<file path="config.mk">
export PLATFORM = sky130hd
export DESIGN_NAME = trav_top
export DESIGN_NICKNAME = d
export VERILOG_FILES = /design/src/common/trav_pkg.sv /design/src/hw/fifo.sv /design/src/hw/trav_top.sv /design/src/hw/vs_buf.sv /design/src/trav/ray_split.sv /design/src/trav/trav_unit.sv
export SDC_FILE = /design/constraint.sdc
export NUM_CORES = 1
export LEC_CHECK = 0
export BUFFER_PORTS_ARGS = -buffer_cell sky130_fd_sc_hd__buf_2
export CAP_MARGIN = 20
export CORE_ASPECT_RATIO = 1.75
export CORE_MARGIN = 8
export CORE_UTILIZATION = 40
export CTS_BUF_LIST = sky130_fd_sc_hd__clkbuf_16
export DETAILED_ROUTE_END_ITERATION = 10
export PLACE_DENSITY = 0.54
export RECOVER_POWER = 50
export SETUP_SLACK_MARGIN = 0.5
export SLEW_MARGIN = 10
export SYNTH_ARGS = -nofsm -noshare
export SYNTH_HDL_FRONTEND = slang
export SYNTH_HIERARCHICAL = 1
export SYNTH_SLANG_ARGS = --single-unit
</file>
<file path="constraint.sdc">
create_clock -name clk -period 9 [get_ports clk]
set_clock_uncertainty 0.05 [all_clocks]
set_input_delay 1.8 -clock clk [delete_from_list [all_inputs] [get_ports clk]]
set_output_delay 1.8 -clock clk [all_outputs]
set_load 0.01 [all_outputs]
</file>
<file path="src/common/trav_pkg.sv">
package trav_pkg;

  localparam int RAY_ID_W  = 8;
  localparam int NODE_ID_W = 12;
  localparam int TRI_ID_W  = 16;
  // unsigned Q8.8 distances along the ray
  localparam int T_W       = 16;
  // signed Q8.8 coordinates and inverse direction
  localparam int COORD_W   = 16;
  localparam int FRAC_W    = 8;
  // (split - orig) is one bit wider, product adds the inverse direction
  localparam int PROD_W    = 2 * COORD_W + 1;

  // leaf FIFO holds 2**LEAF_FIFO_K entries
  localparam int LEAF_FIFO_K = 2;

  typedef enum logic [1:0] {
    NODE_X    = 2'd0,
    NODE_Y    = 2'd1,
    NODE_Z    = 2'd2,
    NODE_LEAF = 2'd3
  } node_type_e;

  // interior node, high child is low_child + 1
  typedef struct packed {
    node_type_e                  node_type;
    logic signed [COORD_W-1:0]   split;
    logic        [NODE_ID_W-1:0] low_child;
  } norm_node_t;

  typedef struct packed {
    node_type_e          node_type;
    logic [TRI_ID_W-1:0] tri0_id;
    logic [TRI_ID_W-1:0] tri1_id;
    logic                tri1_valid;
  } leaf_node_t;

  localparam int NORM_PAD_W = $bits(leaf_node_t) - $bits(norm_node_t);

  // pad at the bottom so node_type lines up with the leaf view
  typedef struct packed {
    norm_node_t            node;
    logic [NORM_PAD_W-1:0] pad;
  } norm_pad_t;

  typedef union packed {
    leaf_node_t leaf;
    norm_pad_t  norm;
  } tree_node_t;

  // ray origin and inverse direction arrive already picked for the node axis
  typedef struct packed {
    logic        [RAY_ID_W-1:0]  ray_id;
    logic        [NODE_ID_W-1:0] node_id;
    tree_node_t                  tree_node;
    logic                        restnode_search;
    logic        [T_W-1:0]       t_min;
    logic        [T_W-1:0]       t_max;
    logic signed [COORD_W-1:0]   ray_orig;
    logic signed [COORD_W-1:0]   ray_inv_dir;
  } tcache_to_trav_t;

  typedef struct packed {
    logic        [RAY_ID_W-1:0]  ray_id;
    logic        [NODE_ID_W-1:0] node_id;
    norm_node_t                  node;
    logic                        restnode_search;
    logic        [T_W-1:0]       t_min;
    logic        [T_W-1:0]       t_max;
    logic signed [COORD_W-1:0]   ray_orig;
    logic signed [COORD_W-1:0]   ray_inv_dir;
  } trav_to_rs_t;

  // trav_case 0 low, 1 high, 2 low + push high, 3 high + push low
  typedef struct packed {
    logic [RAY_ID_W-1:0]  ray_id;
    logic [1:0]           trav_case;
    logic [NODE_ID_W-1:0] low_child;
    logic [T_W-1:0]       t_split;
    logic [T_W-1:0]       t_min;
    logic [T_W-1:0]       t_max;
    logic                 restnode_search;
  } rs_to_trav_t;

  typedef struct packed {
    logic [RAY_ID_W-1:0]  ray_id;
    logic [NODE_ID_W-1:0] node_id;
    logic [T_W-1:0]       t_min;
    logic [T_W-1:0]       t_max;
    logic                 restnode_search;
  } trav_to_tcache_t;

  typedef struct packed {
    logic [RAY_ID_W-1:0]  ray_id;
    logic [NODE_ID_W-1:0] node_id;
    logic [T_W-1:0]       t_min;
    logic [T_W-1:0]       t_max;
  } trav_to_ss_t;

  typedef struct packed {
    logic [RAY_ID_W-1:0] ray_id;
    logic [T_W-1:0]      t_max;
    logic [TRI_ID_W-1:0] tri0_id;
    logic [TRI_ID_W-1:0] tri1_id;
    logic                tri1_valid;
  } iarb_t;

endpackage

</file>
<file path="src/hw/fifo.sv">
`timescale 1ns/1ps

module fifo #(
  parameter type payload_t = logic [7:0],
  parameter int  K         = 2
) (
  input  logic     clk,
  input  logic     rst_n,
  input  payload_t data_in,
  input  logic     we,
  input  logic     re,
  output payload_t data_out,
  output logic     full,
  output logic     empty
);

  localparam int DEPTH = 2 ** K;

  payload_t   mem [DEPTH];
  // extra top bit tells full from empty
  logic [K:0] wr_ptr;
  logic [K:0] rd_ptr;

  assign empty    = (wr_ptr == rd_ptr);
  assign full     = (wr_ptr[K] != rd_ptr[K]) && (wr_ptr[K-1:0] == rd_ptr[K-1:0]);
  // show-ahead read
  assign data_out = mem[rd_ptr[K-1:0]];

  always_ff @(posedge clk or negedge rst_n) begin
    if (!rst_n) begin
      wr_ptr <= '0;
      rd_ptr <= '0;
    end else begin
      if (we) begin
        wr_ptr <= wr_ptr + 1'b1;
      end
      if (re) begin
        rd_ptr <= rd_ptr + 1'b1;
      end
    end
  end

  always_ff @(posedge clk) begin
    if (we) begin
      mem[wr_ptr[K-1:0]] <= data_in;
    end
  end

  assert property (@(posedge clk) disable iff (!rst_n) !(we && full));
  assert property (@(posedge clk) disable iff (!rst_n) !(re && empty));

endmodule

</file>
<file path="src/hw/trav_top.sv">
`timescale 1ns/1ps

module trav_top (
  input  logic                      clk,
  input  logic                      rst_n,

  // node fetches from the tree cache
  input  logic                      tcache_to_trav_valid,
  input  trav_pkg::tcache_to_trav_t tcache_to_trav_data,
  output logic                      tcache_to_trav_stall,

  // leaf work for the intersection arbiter
  output logic                      trav_to_iarb_valid,
  output trav_pkg::iarb_t           trav_to_iarb_data,
  input  logic                      trav_to_iarb_stall,

  // next child fetch
  output logic                      trav_to_tcache_valid,
  output trav_pkg::trav_to_tcache_t trav_to_tcache_data,
  input  logic                      trav_to_tcache_stall,

  // far child push to the short stack
  output logic                      trav_to_ss_push_valid,
  output trav_pkg::trav_to_ss_t     trav_to_ss_push_data,
  input  logic                      trav_to_ss_push_stall
);

  logic                  trav_to_rs_valid;
  trav_pkg::trav_to_rs_t trav_to_rs_data;
  logic                  trav_to_rs_stall;

  logic                  rs_to_trav_valid;
  trav_pkg::rs_to_trav_t rs_to_trav_data;
  logic                  rs_to_trav_stall;

  trav_unit u_trav_unit (
    .clk                   (clk),
    .rst_n                 (rst_n),
    .tcache_to_trav_valid  (tcache_to_trav_valid),
    .tcache_to_trav_data   (tcache_to_trav_data),
    .tcache_to_trav_stall  (tcache_to_trav_stall),
    .trav_to_rs_valid      (trav_to_rs_valid),
    .trav_to_rs_data       (trav_to_rs_data),
    .trav_to_rs_stall      (trav_to_rs_stall),
    .rs_to_trav_valid      (rs_to_trav_valid),
    .rs_to_trav_data       (rs_to_trav_data),
    .rs_to_trav_stall      (rs_to_trav_stall),
    .trav_to_tcache_valid  (trav_to_tcache_valid),
    .trav_to_tcache_data   (trav_to_tcache_data),
    .trav_to_tcache_stall  (trav_to_tcache_stall),
    .trav_to_ss_push_valid (trav_to_ss_push_valid),
    .trav_to_ss_push_data  (trav_to_ss_push_data),
    .trav_to_ss_push_stall (trav_to_ss_push_stall),
    .trav_to_iarb_valid    (trav_to_iarb_valid),
    .trav_to_iarb_data     (trav_to_iarb_data),
    .trav_to_iarb_stall    (trav_to_iarb_stall)
  );

  ray_split u_ray_split (
    .clk              (clk),
    .rst_n            (rst_n),
    .trav_to_rs_valid (trav_to_rs_valid),
    .trav_to_rs_data  (trav_to_rs_data),
    .trav_to_rs_stall (trav_to_rs_stall),
    .rs_to_trav_valid (rs_to_trav_valid),
    .rs_to_trav_data  (rs_to_trav_data),
    .rs_to_trav_stall (rs_to_trav_stall)
  );

endmodule

</file>
<file path="src/hw/vs_buf.sv">
`timescale 1ns/1ps

module vs_buf #(
  parameter type payload_t = logic [7:0]
) (
  input  logic     clk,
  input  logic     rst_n,
  input  logic     valid_us,
  input  payload_t data_us,
  output logic     stall_us,
  output logic     valid_ds,
  output payload_t data_ds,
  input  logic     stall_ds
);

  logic     skid_valid;
  payload_t skid_data;
  logic     accept_us;
  logic     load_ds;

  // upstream only sees the registered skid flag
  assign stall_us  = skid_valid;
  assign accept_us = valid_us & ~stall_us;
  assign load_ds   = ~valid_ds | ~stall_ds;

  always_ff @(posedge clk or negedge rst_n) begin
    if (!rst_n) begin
      valid_ds   <= 1'b0;
      skid_valid <= 1'b0;
    end else if (load_ds) begin
      // skid entry drains first, input is blocked meanwhile
      valid_ds   <= skid_valid | accept_us;
      skid_valid <= 1'b0;
    end else if (accept_us) begin
      skid_valid <= 1'b1;
    end
  end

  always_ff @(posedge clk) begin
    if (load_ds) begin
      data_ds <= skid_valid ? skid_data : data_us;
    end else if (accept_us) begin
      skid_data <= data_us;
    end
  end

  // held output must not change under back-pressure
  assert property (@(posedge clk) disable iff (!rst_n)
    valid_ds && stall_ds |=> valid_ds && $stable(data_ds));

endmodule

</file>
<file path="src/trav/ray_split.sv">
`timescale 1ns/1ps

module ray_split (
  input  logic                  clk,
  input  logic                  rst_n,

  // trav to rs
  input  logic                  trav_to_rs_valid,
  input  trav_pkg::trav_to_rs_t trav_to_rs_data,
  output logic                  trav_to_rs_stall,

  // rs to trav
  output logic                  rs_to_trav_valid,
  output trav_pkg::rs_to_trav_t rs_to_trav_data,
  input  logic                  rs_to_trav_stall
);

  localparam int P_W  = trav_pkg::PROD_W;
  localparam int T_W  = trav_pkg::T_W;
  localparam int FR_W = trav_pkg::FRAC_W;

  logic                          advance;
  logic signed [trav_pkg::COORD_W:0] diff;
  logic signed [P_W-1:0]         prod;

  logic                          s1_valid;
  trav_pkg::trav_to_rs_t         s1_data;
  logic signed [P_W-1:0]         s1_prod;

  logic                          neg;
  logic                          near_high;
  logic [T_W-1:0]                t_split;
  logic [1:0]                    trav_case;

  // whole pipe freezes on output stall
  assign advance          = ~rs_to_trav_stall;
  assign trav_to_rs_stall = rs_to_trav_stall;

  // Q8.8 * Q8.8 leaves 16 fraction bits in the product
  assign diff = trav_to_rs_data.node.split - trav_to_rs_data.ray_orig;
  assign prod = diff * trav_to_rs_data.ray_inv_dir;

  always_ff @(posedge clk or negedge rst_n) begin
    if (!rst_n) begin
      s1_valid         <= 1'b0;
      rs_to_trav_valid <= 1'b0;
    end else if (advance) begin
      s1_valid         <= trav_to_rs_valid;
      rs_to_trav_valid <= s1_valid;
    end
  end

  always_ff @(posedge clk) begin
    if (advance) begin
      s1_data <= trav_to_rs_data;
      s1_prod <= prod;
    end
  end

  // scale back by 8, clamp to 0..all-ones
  assign neg       = s1_prod[P_W-1];
  assign near_high = s1_data.ray_inv_dir[trav_pkg::COORD_W-1];

  always_comb begin
    if (neg) begin
      t_split = '0;
    end else if (|s1_prod[P_W-2:T_W+FR_W]) begin
      t_split = '1;
    end else begin
      t_split = s1_prod[T_W+FR_W-1:FR_W];
    end

    if (neg || (t_split > s1_data.t_max)) begin
      // near child only
      trav_case = {1'b0, near_high};
    end else if (t_split < s1_data.t_min) begin
      // far child only
      trav_case = {1'b0, ~near_high};
    end else begin
      trav_case = {1'b1, near_high};
    end
  end

  always_ff @(posedge clk) begin
    if (advance) begin
      rs_to_trav_data.ray_id          <= s1_data.ray_id;
      rs_to_trav_data.trav_case       <= trav_case;
      rs_to_trav_data.low_child       <= s1_data.node.low_child;
      rs_to_trav_data.t_split         <= t_split;
      rs_to_trav_data.t_min           <= s1_data.t_min;
      rs_to_trav_data.t_max           <= s1_data.t_max;
      rs_to_trav_data.restnode_search <= s1_data.restnode_search;
    end
  end

  // a push is only ever issued for a split inside the interval
  assert property (@(posedge clk) disable iff (!rst_n)
    rs_to_trav_valid && rs_to_trav_data.trav_case[1] |->
      (rs_to_trav_data.t_split >= rs_to_trav_data.t_min) &&
      (rs_to_trav_data.t_split <= rs_to_trav_data.t_max));

endmodule

</file>
<file path="src/trav/trav_unit.sv">
`timescale 1ns/1ps

module trav_unit (
  input  logic                      clk,
  input  logic                      rst_n,

  // tcache to trav
  input  logic                      tcache_to_trav_valid,
  input  trav_pkg::tcache_to_trav_t tcache_to_trav_data,
  output logic                      tcache_to_trav_stall,

  // trav to rs
  output logic                      trav_to_rs_valid,
  output trav_pkg::trav_to_rs_t     trav_to_rs_data,
  input  logic                      trav_to_rs_stall,

  // rs to trav
  input  logic                      rs_to_trav_valid,
  input  trav_pkg::rs_to_trav_t     rs_to_trav_data,
  output logic                      rs_to_trav_stall,

  // trav to tcache, next node fetch
  output logic                      trav_to_tcache_valid,
  output trav_pkg::trav_to_tcache_t trav_to_tcache_data,
  input  logic                      trav_to_tcache_stall,

  // trav to ss, push
  output logic                      trav_to_ss_push_valid,
  output trav_pkg::trav_to_ss_t     trav_to_ss_push_data,
  input  logic                      trav_to_ss_push_stall,

  // trav to iarb
  output logic                      trav_to_iarb_valid,
  output trav_pkg::iarb_t           trav_to_iarb_data,
  input  logic                      trav_to_iarb_stall
);

  logic                      buf_valid;
  trav_pkg::tcache_to_trav_t buf_data;
  logic                      buf_stall;
  logic                      is_leaf;

  trav_pkg::iarb_t           leaf_in;
  logic                      leaf_we;
  logic                      leaf_re;
  logic                      leaf_full;
  logic                      leaf_empty;

  logic [trav_pkg::NODE_ID_W-1:0] high_child;
  logic                      need_push;
  logic                      rs_accept;

  vs_buf #(
    .payload_t(trav_pkg::tcache_to_trav_t)
  ) in_buf (
    .clk      (clk),
    .rst_n    (rst_n),
    .valid_us (tcache_to_trav_valid),
    .data_us  (tcache_to_trav_data),
    .stall_us (tcache_to_trav_stall),
    .valid_ds (buf_valid),
    .data_ds  (buf_data),
    .stall_ds (buf_stall)
  );

  assign is_leaf = (buf_data.tree_node.leaf.node_type == trav_pkg::NODE_LEAF);

  // leaves wait only on the FIFO, interior nodes on ray_split
  assign buf_stall = buf_valid & (is_leaf ? leaf_full : trav_to_rs_stall);
  assign leaf_we   = buf_valid & is_leaf & ~leaf_full;

  always_comb begin
    leaf_in.ray_id     = buf_data.ray_id;
    leaf_in.t_max      = buf_data.t_max;
    leaf_in.tri0_id    = buf_data.tree_node.leaf.tri0_id;
    leaf_in.tri1_id    = buf_data.tree_node.leaf.tri1_id;
    leaf_in.tri1_valid = buf_data.tree_node.leaf.tri1_valid;
  end

  fifo #(
    .payload_t (trav_pkg::iarb_t),
    .K         (trav_pkg::LEAF_FIFO_K)
  ) leaf_fifo (
    .clk      (clk),
    .rst_n    (rst_n),
    .data_in  (leaf_in),
    .we       (leaf_we),
    .re       (leaf_re),
    .data_out (trav_to_iarb_data),
    .full     (leaf_full),
    .empty    (leaf_empty)
  );

  assign trav_to_iarb_valid = ~leaf_empty;
  assign leaf_re            = trav_to_iarb_valid & ~trav_to_iarb_stall;

  // interior nodes to ray_split
  assign trav_to_rs_valid = buf_valid & ~is_leaf;

  always_comb begin
    trav_to_rs_data.ray_id          = buf_data.ray_id;
    trav_to_rs_data.node_id         = buf_data.node_id;
    trav_to_rs_data.node            = buf_data.tree_node.norm.node;
    trav_to_rs_data.restnode_search = buf_data.restnode_search;
    trav_to_rs_data.t_min           = buf_data.t_min;
    trav_to_rs_data.t_max           = buf_data.t_max;
    trav_to_rs_data.ray_orig        = buf_data.ray_orig;
    trav_to_rs_data.ray_inv_dir     = buf_data.ray_inv_dir;
  end

  // split result fan-out, case bit 0 selects the high child
  assign high_child = rs_to_trav_data.low_child + 1'b1;
  assign need_push  = rs_to_trav_data.trav_case[1];

  // both channels must be free, otherwise neither fires
  assign rs_accept = rs_to_trav_valid & ~trav_to_tcache_stall
                   & ~(need_push & trav_to_ss_push_stall);
  assign rs_to_trav_stall      = rs_to_trav_valid & ~rs_accept;
  assign trav_to_tcache_valid  = rs_to_trav_valid & ~(need_push & trav_to_ss_push_stall);
  assign trav_to_ss_push_valid = rs_to_trav_valid & need_push & ~trav_to_tcache_stall;

  always_comb begin
    trav_to_tcache_data.ray_id          = rs_to_trav_data.ray_id;
    trav_to_tcache_data.node_id         = rs_to_trav_data.trav_case[0] ? high_child
                                                                       : rs_to_trav_data.low_child;
    trav_to_tcache_data.t_min           = rs_to_trav_data.t_min;
    trav_to_tcache_data.t_max           = need_push ? rs_to_trav_data.t_split
                                                    : rs_to_trav_data.t_max;
    trav_to_tcache_data.restnode_search = rs_to_trav_data.restnode_search;

    // far child resumes from the split point
    trav_to_ss_push_data.ray_id  = rs_to_trav_data.ray_id;
    trav_to_ss_push_data.node_id = rs_to_trav_data.trav_case[0] ? rs_to_trav_data.low_child
                                                                : high_child;
    trav_to_ss_push_data.t_min   = rs_to_trav_data.t_split;
    trav_to_ss_push_data.t_max   = rs_to_trav_data.t_max;
  end

endmodule
</file>
==> impl_metrics.toml <==
[setup_path]
crit_slowest_cell = "fa_2"
critPathLaunch = "u_trav_unit/in_buf/data_ds[83]"
cp_max_fo = 6
r2r-start = "u_trav_unit/in_buf/data_ds[83]"
worstReg2RegEnd = "u_ray_split/s1_prod[32]"
startpoint_type = "register"
cp-end-kind = "register"
crit_end = "u_ray_split/s1_prod[32]"
crit_type = "register to register"
slowest_delay_ps = 620
reg2reg_slack_ps = 690
critical_path_required_ps = 9370
cp_common_cell = "fa_1"
reg2regPathDepth = 32
cp.depth = 32
crit_family = "adder cells"
crit_buf_inv = 7
crit_arrival_ps = 8690

[placement]
place_inst = 3624
post-dp-hpwl_um = 59300
placed_cell_area_sq_um = 36600
gp_congestion = 0.857
io_buffers = 279

[job]
drv_cap = 4

[global_route]
antenna_found_initial = 6
grt_overflow = 0
grt_usage = 0.167
grt_pass1_wl_um = 123000
grt_pass1_vias = 20776
grt_max_degree = 86

[synth]
synth_area_sq_um = 34300
synth_nets = 2896
syn_inst = 2360
ys_warn_count = 6
synth.avg_cell_area_sq_um = 14.5

[sta]
hold_viol_final = 0
min_period_ps = 8310
setup-tns-final_ps = 0
finalCritPeriodShare = 0.924
relSlewSlack = -1.26
rsz0062_at_grt = "true"
max_freq_ghz = 0.120
slew_viol_final = 185
worst_pin_slew_ps = 3370
finalSetupViolations = 0

[final_layout]
fin_nets = 3166
fillCellCount = 7704
synthToLayoutAreaGrowth_pct = 12.3
post-route-util = 0.452
final_cell_area_sq_um = 38600
fin_cells = 3752
layout-drive-gt1-share = 0.194
antenna_cells = 0

[die]
pin_count = 292
die_h_um = 404
design.die.area_sq_um = 95800
core_area_sq_um = 85300
die_x_um = 237
initial_core_util = 0.403
num_rows = 142

[clock_network]
cts.sinks = 604
cts_buffer_depth = 3
cts_tree = "yes"
htreeDepth = 2
insertion_delay_ps = 630
cts_made_buffers = 55
clk_pin_slew_ps = 70
cts_root_buf = "clkbuf_16"

[run_status]
violations = "capacitance limit, slew limit"
outcome = "complete, but fails checks"

[drt]
drc_errors = 0
route.vias.total = 18858
ant_nets = 0
vias_per_cell = 5.03
wl_per_cell_um = 21.8
wl_um = 81700
drt_pass1_iterations = 7
drt_iter0_drc = 837

[worst_hold_path]
hold_path.class = "register to register"
[layout make-up]
| class | instances | area (sq um) | area share |
|---|---|---|---|
| flip-flops and latches | 604 | 18100 | 0.469 |
| clock buffers | 56 | 1400 | 0.0363 |
| multi-input cells | 1228 | 14000 | 0.363 |
| inverters | 389 | 1470 | 0.0380 |
| clock inverters | 43 | 423 | 0.0110 |
| repair buffers | 352 | 1850 | 0.0479 |
| well taps | 1080 | 1350 | 0.0351 |
[metal layers]
metal / share of wire / track usage
met5: 0.00042 / 0
met3: 0.040 / 0.0222
met1: 0.37 / 0.184
met2: 0.55 / 0.320
met4: 0.039 / 0.0657
[sequential cells by signal (all words and copies together) (netlist names)]
signal / cells
u_ray_split/s1_prod: 25
u_trav_unit/in_buf/valid_ds: 1
u_ray_split/rs_to_trav_data: 71
u_trav_unit/in_buf/stall_us: 1
u_ray_split/near_high: 1
u_ray_split/rs_to_trav_valid: 1
u_ray_split/s1_data: 53
u_trav_unit/in_buf/data_ds: 108
u_trav_unit/leaf_fifo/mem: 228
u_trav_unit/in_buf/skid_data: 108
u_ray_split/s1_valid: 1
u_trav_unit/leaf_fifo/wr_ptr: 3
u_trav_unit/leaf_fifo/rd_ptr: 3
[how the worst min path moves through the flow]
stage / from / end / slack, ps / cells after the start
detailed placement: u_ray_split/s1_data[69] / u_ray_split/rs_to_trav_data[53] / 360 / 0
finish: u_trav_unit/in_buf/data_ds[48] / u_ray_split/s1_data[48] / 360 / 0
global placement: u_ray_split/s1_data[70] / u_ray_split/rs_to_trav_data[54] / 350 / 0
floorplan: u_ray_split/s1_data[64] / u_ray_split/rs_to_trav_data[0] / 350 / 0
CTS: u_trav_unit/in_buf/data_ds[48] / u_ray_split/s1_data[48] / 360 / 0
global route: u_ray_split/s1_data[75] / u_ray_split/rs_to_trav_data[59] / 370 / 0
[layout by cell type, fill, tap and decap left out, types with 27 or more instances in the layout]
cell	n
and2_1	93
buf_2	166
buf_4	59
clkbuf_1	118
clkbuf_16	56
edfxtp_1	594
fa_1	265
ha_1	130
inv_1	392
mux2_1	60
mux2_2	67
mux4_2	57
nand2_1	155
nor2_1	77
nor2b_1	27
xnor2_1	32
xor2_1	31
[per-stage QoR]
step                      worst slack, ps  hold WS (ps)
final                                 686           356
after global placement                467           354
after floorplan                      1170           350
after global routing                  386           367
after detailed placement              316           355
after CTS                             526           363
[repair_timing]
item,in CTS,in global routing
endpoints found under the hold margin,0,0
resized for setup,13,45
setup endpoints to repair,3,8
hold buffers,0,0
setup buffers,8,17
pin swaps,3,42
cloned,0,2
Power is not shown: default switching activity piles up to over one toggle a cycle in this logic, so the estimate is an artifact.
